$ cat config.mk
export PLATFORM = sky130hd
export DESIGN_NAME = spi_reg_top
export DESIGN_NICKNAME = d
export VERILOG_FILES = /design/src/rtl/spi_reg_pkg.sv /design/src/rtl/spi_frame_shifter.sv /design/src/rtl/reg_bank.sv /design/src/rtl/sr4094_driver.sv /design/src/rtl/spi_reg_top.sv
export SDC_FILE = /design/constraint.sdc
export NUM_CORES = 1
export LEC_CHECK = 0
export ABC_AREA = 1
export BUFFER_PORTS_ARGS = -buffer_cell sky130_fd_sc_hd__buf_2
export CAP_MARGIN = 20
export CORE_ASPECT_RATIO = 1.4
export CORE_MARGIN = 1.5
export CORE_UTILIZATION = 44
export DETAILED_ROUTE_END_ITERATION = 12
export PLACE_DENSITY_LB_ADDON = 0.2
export SYNTH_ARGS = -nofsm -noshare
export SYNTH_HDL_FRONTEND = slang
export SYNTH_SLANG_ARGS = --single-unit
export TNS_END_PERCENT = 30
$ cat constraint.sdc
create_clock -name cs -period 3.3 [get_ports cs]
set_clock_uncertainty 0.2 [all_clocks]
set_input_delay 0.33 -clock cs [delete_from_list [all_inputs] [get_ports cs]]
set_output_delay 0.33 -clock cs [all_outputs]
set_load 0.01 [all_outputs]
$ cat src/rtl/spi_reg_pkg.sv
package spi_reg_pkg;

  // frame geometry
  localparam int FRAME_BITS = 32;      // bits per spi frame
  localparam int HDR_BITS   = 8;       // read flag plus address
  localparam int DATA_BITS  = 24;      // register width
  localparam int UPD_BITS   = 12;      // set and clear field width
  localparam int ADDR_BITS  = 7;       // msb = update mode, low 6 = register

  // register numbers within the low 6 address bits
  localparam int REG_LED     = 7;
  localparam int REG_SPI_MUX = 8;
  localparam int REG_4094    = 9;

  localparam logic [DATA_BITS-1:0] LED_RESET     = 24'hAAAAAA; // alternating test pattern
  localparam logic [DATA_BITS-1:0] BAD_ADDR_DATA = 24'd12345;  // answer for unknown address

  localparam int SR_BIT_CYCLES = 4;    // cs cycles per 4094 serial bit

  // one 32-bit frame word, decoded by the update-mode address bit
  typedef union packed {
    struct packed {
      logic                 rd;          // 1 = read, writes suppressed
      logic [ADDR_BITS-1:0] addr;
      logic [DATA_BITS-1:0] data;        // plain write value
    } wr;
    struct packed {
      logic                 rd;
      logic [ADDR_BITS-1:0] addr;
      logic [UPD_BITS-1:0]  set_bits;    // bits to set
      logic [UPD_BITS-1:0]  clr_bits;    // bits to clear
    } upd;
  } spi_frame_u;

  // per bit: set and clear together toggles, clear beats set, else keep
  function automatic logic [UPD_BITS-1:0] bit_update(input logic [UPD_BITS-1:0] old_val,
                                                     input logic [UPD_BITS-1:0] set_bits,
                                                     input logic [UPD_BITS-1:0] clr_bits);
    logic [UPD_BITS-1:0] only_set;
    logic [UPD_BITS-1:0] only_clr;
    logic [UPD_BITS-1:0] both;
    only_set = set_bits & ~clr_bits;
    only_clr = clr_bits & ~set_bits;
    both     = set_bits & clr_bits;
    return ((old_val | only_set) & ~only_clr) ^ both;
  endfunction

endpackage

$ cat src/rtl/spi_frame_shifter.sv
`timescale 1ns/1ns

module spi_frame_shifter (
  input  logic                                     cs,
  input  logic                                     reset,
  input  logic                                     sclk,
  input  logic                                     ss_n,
  input  logic                                     mosi,
  output logic                                     miso,
  output logic                                     hdr_valid,
  output logic [spi_reg_pkg::ADDR_BITS-1:0]        hdr_addr,
  input  logic [spi_reg_pkg::DATA_BITS-1:0]        rd_data,
  output logic                                     frame_valid,
  output spi_reg_pkg::spi_frame_u                  frame
);

  logic [2:0] sclk_sync;   // [1:0] synchronizer, [2] edge history
  logic [2:0] ss_sync;
  logic [1:0] mosi_sync;   // same depth as sclk so data lines up with the edge

  logic sclk_rise;
  logic sclk_fall;
  logic ss_rise;
  logic ss_fall;
  logic active;            // chip select low after sync
  logic reply_shift;       // falling edge in the data phase

  logic [5:0]                            bit_cnt;   // rising sclk edges in this frame
  logic [spi_reg_pkg::FRAME_BITS-1:0]    frame_sr;  // mosi shift register
  logic [spi_reg_pkg::DATA_BITS-1:0]     reply;     // readback word going out on miso

  always_ff @(posedge cs)
  begin
    if (reset)
    begin
      sclk_sync <= '0;
      ss_sync   <= '1;     // idle deselected, no false falling edge
      mosi_sync <= '0;
    end
    else
    begin
      sclk_sync <= {sclk_sync[1:0], sclk};
      ss_sync   <= {ss_sync[1:0], ss_n};
      mosi_sync <= {mosi_sync[0], mosi};
    end
  end

  assign sclk_rise   = sclk_sync[1] & ~sclk_sync[2];
  assign sclk_fall   = ~sclk_sync[1] & sclk_sync[2];
  assign ss_rise     = ss_sync[1] & ~ss_sync[2];
  assign ss_fall     = ~ss_sync[1] & ss_sync[2];
  assign active      = ~ss_sync[1];
  assign reply_shift = active & sclk_fall & (bit_cnt >= spi_reg_pkg::HDR_BITS);

  // control path
  always_ff @(posedge cs)
  begin
    if (reset)
    begin
      bit_cnt     <= '0;
      hdr_valid   <= 1'b0;
      frame_valid <= 1'b0;
      miso        <= 1'b0;
    end
    else
    begin
      hdr_valid   <= active & sclk_rise & (bit_cnt == spi_reg_pkg::HDR_BITS - 1); // 8th bit in
      frame_valid <= ss_rise & (bit_cnt == spi_reg_pkg::FRAME_BITS); // other counts dropped
      if (ss_fall)
        bit_cnt <= '0;                         // new frame
      else if (active && sclk_rise)
        bit_cnt <= bit_cnt + 6'd1;
      if (!active)
        miso <= 1'b0;                          // quiet while deselected
      else if (reply_shift)
        miso <= reply[spi_reg_pkg::DATA_BITS-1]; // msb first, host samples on next rise
    end
  end

  // payload path
  always_ff @(posedge cs)
  begin
    if (active && sclk_rise)
      frame_sr <= {frame_sr[spi_reg_pkg::FRAME_BITS-2:0], mosi_sync[1]};
    if (hdr_valid)
      reply <= rd_data;                        // bank answers for hdr_addr this cycle
    else if (reply_shift)
      reply <= {reply[spi_reg_pkg::DATA_BITS-2:0], 1'b0};
  end

  // after 8 bits the low byte is rd flag + address, low 7 bits are the address
  assign hdr_addr = frame_sr[spi_reg_pkg::ADDR_BITS-1:0];
  assign frame    = frame_sr;

  // header pulse needs sclk activity with select low, frame pulse needs select rising
  a_hdr_frame_excl: assert property (@(posedge cs) disable iff (reset)
    !(hdr_valid && frame_valid));

  // host never clocks more than 63 bits into one frame
  a_cnt_no_wrap: assert property (@(posedge cs) disable iff (reset)
    (active && sclk_rise) |-> (bit_cnt != 6'd63));

endmodule

$ cat src/rtl/reg_bank.sv
`timescale 1ns/1ns

module reg_bank (
  input  logic                              cs,
  input  logic                              reset,
  input  logic [spi_reg_pkg::ADDR_BITS-1:0] hdr_addr,
  output logic [spi_reg_pkg::DATA_BITS-1:0] rd_data,
  input  logic                              frame_valid,
  input  spi_reg_pkg::spi_frame_u           frame,
  output logic [spi_reg_pkg::DATA_BITS-1:0] led,
  output logic [spi_reg_pkg::DATA_BITS-1:0] spi_mux,
  output logic [spi_reg_pkg::DATA_BITS-1:0] sr_state
);

  logic [spi_reg_pkg::ADDR_BITS-2:0] wr_sel;  // register number of the finished frame
  logic                              wr_ok;   // complete frame, write flavour
  logic                              we_led;
  logic                              we_mux;
  logic                              we_4094;

  // new register value: plain write, or bit update of the low 12 bits
  function automatic logic [spi_reg_pkg::DATA_BITS-1:0] apply_frame(
    input logic [spi_reg_pkg::DATA_BITS-1:0] old_val,
    input spi_reg_pkg::spi_frame_u           f
  );
    logic [spi_reg_pkg::UPD_BITS-1:0] low_new;
    low_new = spi_reg_pkg::bit_update(old_val[spi_reg_pkg::UPD_BITS-1:0],
                                      f.upd.set_bits, f.upd.clr_bits);
    if (f.wr.addr[spi_reg_pkg::ADDR_BITS-1])
      return {old_val[spi_reg_pkg::DATA_BITS-1:spi_reg_pkg::UPD_BITS], low_new};
    else
      return f.wr.data;
  endfunction

  assign wr_sel  = frame.wr.addr[spi_reg_pkg::ADDR_BITS-2:0];  // mode bit ignored for select
  assign wr_ok   = frame_valid & ~frame.wr.rd;                 // read flag blocks writes
  assign we_led  = wr_ok & (wr_sel == spi_reg_pkg::REG_LED);
  assign we_mux  = wr_ok & (wr_sel == spi_reg_pkg::REG_SPI_MUX);
  assign we_4094 = wr_ok & (wr_sel == spi_reg_pkg::REG_4094);
  // unknown addresses match no enable and are dropped

  always_ff @(posedge cs)
  begin
    if (reset)
    begin
      led      <= spi_reg_pkg::LED_RESET;
      spi_mux  <= '0;                       // no spi device selected
      sr_state <= '0;
    end
    else
    begin
      if (we_led)
        led <= apply_frame(led, frame);
      if (we_mux)
        spi_mux <= apply_frame(spi_mux, frame);
      if (we_4094)
        sr_state <= apply_frame(sr_state, frame);
    end
  end

  // readback for the header just received, same decode as the writes
  always_comb
  begin
    case (hdr_addr[spi_reg_pkg::ADDR_BITS-2:0])
      spi_reg_pkg::REG_LED:
      begin
        rd_data = led;
      end
      spi_reg_pkg::REG_SPI_MUX:
      begin
        rd_data = spi_mux;
      end
      spi_reg_pkg::REG_4094:
      begin
        rd_data = sr_state;
      end
      default:
      begin
        rd_data = spi_reg_pkg::BAD_ADDR_DATA;   // marker value the host can recognise
      end
    endcase
  end

  // one frame addresses one register
  a_one_we: assert property (@(posedge cs) disable iff (reset)
    $onehot0({we_led, we_mux, we_4094}));

endmodule

$ cat src/rtl/sr4094_driver.sv
`timescale 1ns/1ns

module sr4094_driver (
  input  logic                              cs,
  input  logic                              reset,
  input  logic [spi_reg_pkg::DATA_BITS-1:0] sr_state,
  output logic                              sr_clk,
  output logic                              sr_data,
  output logic                              sr_strobe,
  output logic                              sr_oe
);

  logic [spi_reg_pkg::DATA_BITS-1:0]             last_sent;  // value of the current or last shift
  logic [spi_reg_pkg::DATA_BITS-1:0]             shift_q;    // msb goes out on sr_data
  logic                                          pending;    // forces the first ship after reset
  logic                                          shifting;
  logic                                          strobing;
  logic [$clog2(spi_reg_pkg::DATA_BITS)-1:0]     bit_cnt;
  logic [$clog2(spi_reg_pkg::SR_BIT_CYCLES)-1:0] phase;      // cycle within a bit or strobe
  logic                                          bit_done;
  logic                                          start;

  assign bit_done = shifting & (phase == spi_reg_pkg::SR_BIT_CYCLES - 1);
  // idle and something new to ship; a change during a shift waits until here
  assign start    = ~shifting & ~strobing & (pending | (sr_state != last_sent));

  always_ff @(posedge cs)
  begin
    if (reset)
    begin
      pending  <= 1'b1;
      shifting <= 1'b0;
      strobing <= 1'b0;
      bit_cnt  <= '0;
      phase    <= '0;
      sr_oe    <= 1'b0;
    end
    else if (shifting)
    begin
      phase <= bit_done ? '0 : phase + 1'b1;
      if (bit_done)
      begin
        if (bit_cnt == spi_reg_pkg::DATA_BITS - 1)
        begin
          shifting <= 1'b0;                 // last bit clocked, latch the chain
          strobing <= 1'b1;
          bit_cnt  <= '0;
        end
        else
          bit_cnt <= bit_cnt + 1'b1;
      end
    end
    else if (strobing)
    begin
      if (phase == 1)                       // two-cycle strobe
      begin
        phase    <= '0;
        strobing <= 1'b0;
        sr_oe    <= 1'b1;                   // outputs valid from the first latch on
      end
      else
        phase <= phase + 1'b1;
    end
    else if (start)
    begin
      pending  <= 1'b0;
      shifting <= 1'b1;
      phase    <= '0;
      bit_cnt  <= '0;
    end
  end

  always_ff @(posedge cs)
  begin
    if (start)
    begin
      last_sent <= sr_state;                // newest value only
      shift_q   <= sr_state;
    end
    else if (bit_done)
      shift_q <= {shift_q[spi_reg_pkg::DATA_BITS-2:0], 1'b0};
  end

  assign sr_data   = shifting & shift_q[spi_reg_pkg::DATA_BITS-1];
  assign sr_clk    = shifting & (phase >= spi_reg_pkg::SR_BIT_CYCLES - 2); // high last 2 cycles
  assign sr_strobe = strobing;

  // latching while the chain is still clocking would capture a half-shifted word
  a_strobe_no_clk: assert property (@(posedge cs) disable iff (reset)
    !(sr_strobe && sr_clk));

endmodule

$ cat src/rtl/spi_reg_top.sv
`timescale 1ns/1ns

module spi_reg_top (
  input  logic                              cs,
  input  logic                              reset,
  input  logic                              sclk,       // spi pins, mode 0
  input  logic                              ss_n,
  input  logic                              mosi,
  output logic                              miso,
  output logic [spi_reg_pkg::DATA_BITS-1:0] led,
  output logic [spi_reg_pkg::DATA_BITS-1:0] spi_mux,
  output logic                              sr_clk,     // 4094 chain
  output logic                              sr_data,
  output logic                              sr_strobe,
  output logic                              sr_oe
);

  logic                              hdr_valid;
  logic [spi_reg_pkg::ADDR_BITS-1:0] hdr_addr;
  logic [spi_reg_pkg::DATA_BITS-1:0] rd_data;   // combinational readback
  logic                              frame_valid;
  spi_reg_pkg::spi_frame_u           frame;
  logic [spi_reg_pkg::DATA_BITS-1:0] sr_state;  // 4094 register into the driver

  spi_frame_shifter u_shifter (
    .cs          (cs),
    .reset       (reset),
    .sclk        (sclk),
    .ss_n        (ss_n),
    .mosi        (mosi),
    .miso        (miso),
    .hdr_valid   (hdr_valid),
    .hdr_addr    (hdr_addr),
    .rd_data     (rd_data),
    .frame_valid (frame_valid),
    .frame       (frame)
  );

  reg_bank u_bank (
    .cs          (cs),
    .reset       (reset),
    .hdr_addr    (hdr_addr),
    .rd_data     (rd_data),
    .frame_valid (frame_valid),
    .frame       (frame),
    .led         (led),
    .spi_mux     (spi_mux),
    .sr_state    (sr_state)
  );

  sr4094_driver u_driver (
    .cs          (cs),
    .reset       (reset),
    .sr_state    (sr_state),
    .sr_clk      (sr_clk),
    .sr_data     (sr_data),
    .sr_strobe   (sr_strobe),
    .sr_oe       (sr_oe)
  );

endmodule

==> results.md <==
* # rows at 61
* Worst skew pair latency at 0.50 ns
* Prevailing post-synth register cell: edfxtp_1
* Fillers at 1861
* WL final at 23100 um
* Setup TNS at 0 ns
* Grt total ovfl at 0
* CTS Root Buffer Type: clkbuf_16
* RSZ-0062 raised after global routing: false
* GR Util met1 at 30.5%
* TritonCTS Buffers at 22
* WP data arrival at 2.66 ns
* Global-route wire length before repair at 36600 um
* Port bufs at 57
* # hold bufs at CTS at 3
* Vias in the first global route at 6692
* EDFF count, synth at 104
* GRT Max-Usage Layer: met2
* Multi-input gate area at 3080 um^2
* GRT Total Usage at 22.8%
* Synthesized Nets at 989
* DRT iter0 DRCs at 540
* Fraction of registers with async set/reset at 0%
* Critical path class: reg2reg
* Worst Max-Slew Pin Slew at 0.741 ns
* GP Congestion at 0.829
* Crit-path cells: inv_2 > nand2_1 > nand2_1 > nor2_1 > nand3_1 > nor2_2 > nand3_2 > nand2_2 > nand2_4 > nor2_1 > nor2_1
* Drt first pass iters at 5
* Core Area at 19800 um^2
* DP Cell Count at 1258
* WP data required at 3.49 ns
* Post-synth top area share at 35.4%
* Combinational share of power at 4.7%
* Sequential-to-total area share from yosys stat at 58.1%
* Die area at 20900 um^2
* Pwr dens at 563 nW/um^2
* Hold WC Path Type: in2reg
* Vias post-DR at 6972
* Largest cells by area after synthesis: edfxtp_1, dfxtp_1, nand2_1, o21ai_0, a21oi_1
* Static leakage at 3.93 nW
* Most frequent cell after synthesis: nand2_1
* Mean Syn Cell Area at 9.02 um^2
* Post-Layout Cell Count at 1301
* Worst ir drop on vdd at 445 uV
* TritonCTS Sinks at 204
* Slowest-stage cell, CP: nand2_2
* Post-CTS sizing at 0
* Grt met2 use at 37.5%
* #FFs+latches synth at 204
* Switching pwr at 0.00123 W
* Clk slew on worst S/H paths at 0.06 ns
* Final period utilization at 74.9%
* Depth of the CTS H-tree at 1
* Internal power at 0.00446 W
* CP Launch Type: flop
* Clk buf depth at 3
* Final Cell Area at 10100 um^2
* Status: finished clean
* Clock share of power at 45.4%
* DRC Markers at 0
* Post-DP HPWL at 15900 um
* Post-CTS Setup Inserts at 0
* # diodes at 0
* Max Slew Vio Count at 0
* Synth cell count leaders: nand2_1, o21ai_0, edfxtp_1
* Sequential cell area at 5120 um^2
* Nets@finish at 1044
* Syn-to-layout area delta at 14.4%
* Initial Utilization at 44.6%
* Max Freq at 405 MHz
* Final Hold Viols at 0
* Die width at 123 um
* Largest net degree at the start of global routing at 38
* Die Span Y at 171 um
* CTS tree: done
* Via/cell ratio at 5.36
* Relative slew slack at 50.3%
* # setup viols final at 0
* Warnings, synthesis at 0
* Layout cells sized above 1 at 13.0%
* Initial antenna violation count at 0
* Post-synth top area cell: edfxtp_1
* Kind of end point of the critical path: flop
* Yosys cell types at 46
* Average wire per standard cell at 17.7 um
* Crit-path most repeated cell: nor2_1
* Crit Path Max Fanout at 33
* Remaining antenna violation count at 0
* Max Cap Viol at 0
* Net Sw Frac at 21.6%
* Gate Count Post-Synth at 978
* Io pins at 58
* Area post-placement at 9300 um^2
* Min Tclk post-route at 2.47 ns
* Crit path largest cell delay at 0.43 ns
* Synthesized area at 8820 um^2
* Met3 Use GR at 2.53%
* Register share of total power at 50.0%
==> stage by stage <==
stage	utilization, %	hold slack, ns	total power (W)	worst slack, ns
after floorplan	-	0.186	0.00309	0.476
after global placement	47.0	0.188	0.00316	0.801
after detailed placement	47.0	0.191	0.00316	0.807
after CTS	51.0	0.128	0.00575	0.768
after global routing	51.0	0.150	0.00588	0.499
final	51.0	0.137	0.00568	0.829
==> final cells by class <==
class | count | share of cell area (%)
Timing Repair Buffer | 75 | 4.24
Inverter | 102 | 3.81
Sequential cell | 204 | 50.8
Tap cell | 252 | 3.13
Multi-Input combinational cell | 628 | 30.5
Clock buffer | 33 | 6.38
Clock inverter | 7 | 1.14
==> critical path, delay by kind of cell (launching register included) <==
kind	cells	cell delay, ns
flops	1	0.38
buf+inv	1	0.08
simple gates	10	1.69
==> kinds of logic after synthesis <==
family / share of synthesized area, %
adders and majority gates: 0.851
xor gates and xnor gates: 0.497
muxes: 0.128
buffers and inverters: 7.07
and+or+nand+nor: 16.3
DFF: 58.1
AOI/OAI and AO/OA: 17.0
==> power groups by stage <==
| stage | combinational (W) | clock [W] | sequential, W |
|---|---|---|---|
| after CTS | 0.000270 | 0.00264 | 0.00284 |
| after global placement | 0.000265 | 0 | 0.00289 |
| final | 0.000265 | 0.00258 | 0.00284 |
| after detailed placement | 0.000267 | 0 | 0.00289 |
| after global routing | 0.000307 | 0.00272 | 0.00285 |
| after floorplan | 0.000221 | 0 | 0.00287 |
==> cell usage in the layout, fill, tap and decap left out, types with 2 or more instances in the layout <==
master         instances
nand3_1               27
nand2_2                3
edfxtp_1             104
clkinv_2               3
nor3_4                 3
a21oi_1               70
a21boi_0               5
nand4_1                3
clkinv_1               3
a211oi_1               3
buf_2                 57
clkbuf_8               3
nor2_1                58
nor3_1                 6
nor2_2                 3
nand3b_1               2
xnor2_1                3
xor2_1                 2
inv_1                 87
bufinv_16              3
o221ai_1               2
o22ai_1               12
clkbuf_16             23
dfxtp_1              100
a221oi_1               5
ha_1                   6
o211ai_1               5
or2_2                  3
dlygate4sd3_1          3
nor4_1                 3
clkbuf_1               7
o21ai_1               16
nand2_1              223
o21ai_0              121
inv_2                 12
a31oi_1               34
buf_4                 15
==> sequential cells by signal, summed over array words and instances (netlist names) <==
| register | flops |
|---|---|
| u_driver.shifting | 1 |
| u_shifter.hdr_valid | 1 |
| u_bank.sr_state | 24 |
| u_shifter.bit_cnt | 6 |
| u_driver.shift_q | 24 |
| u_bank.led | 24 |
| u_shifter.ss_sync | 3 |
| u_driver.sr_strobe | 1 |
| u_driver.phase | 2 |
| u_bank.spi_mux | 24 |
| u_shifter.miso | 1 |
| u_shifter.mosi_sync | 2 |
| u_driver.sr_oe | 1 |
| u_shifter.frame | 32 |
| u_shifter.reply | 24 |
| u_driver.pending | 1 |
| u_shifter.frame_valid | 1 |
| u_driver.last_sent | 24 |
| u_shifter.sclk_sync | 3 |
| u_driver.bit_cnt | 5 |
==> per-layer routing <==
layer  up-vias  wire [um]  share of wire [%]
li1       3452          -                  -
met1      3258       9810                 43
met2       217      11100                 48
met3        45       1300                5.6
met4         0        872                3.8
met5         -          0                  0
==> final timing paths <==
kind	start	endpoint	slack, ns	cells after the start
max	u_bank.sr_state[4]	u_driver.bit_cnt[3]	0.83	11
min	reset	u_shifter.mosi_sync[0]	0.14	3
min reg2reg	u_shifter.mosi_sync[1]	u_shifter.frame[0]	0.20	0
max reg2reg	u_bank.sr_state[4]	u_driver.bit_cnt[3]	0.83	11
Power figures use the tool's default switching activity.
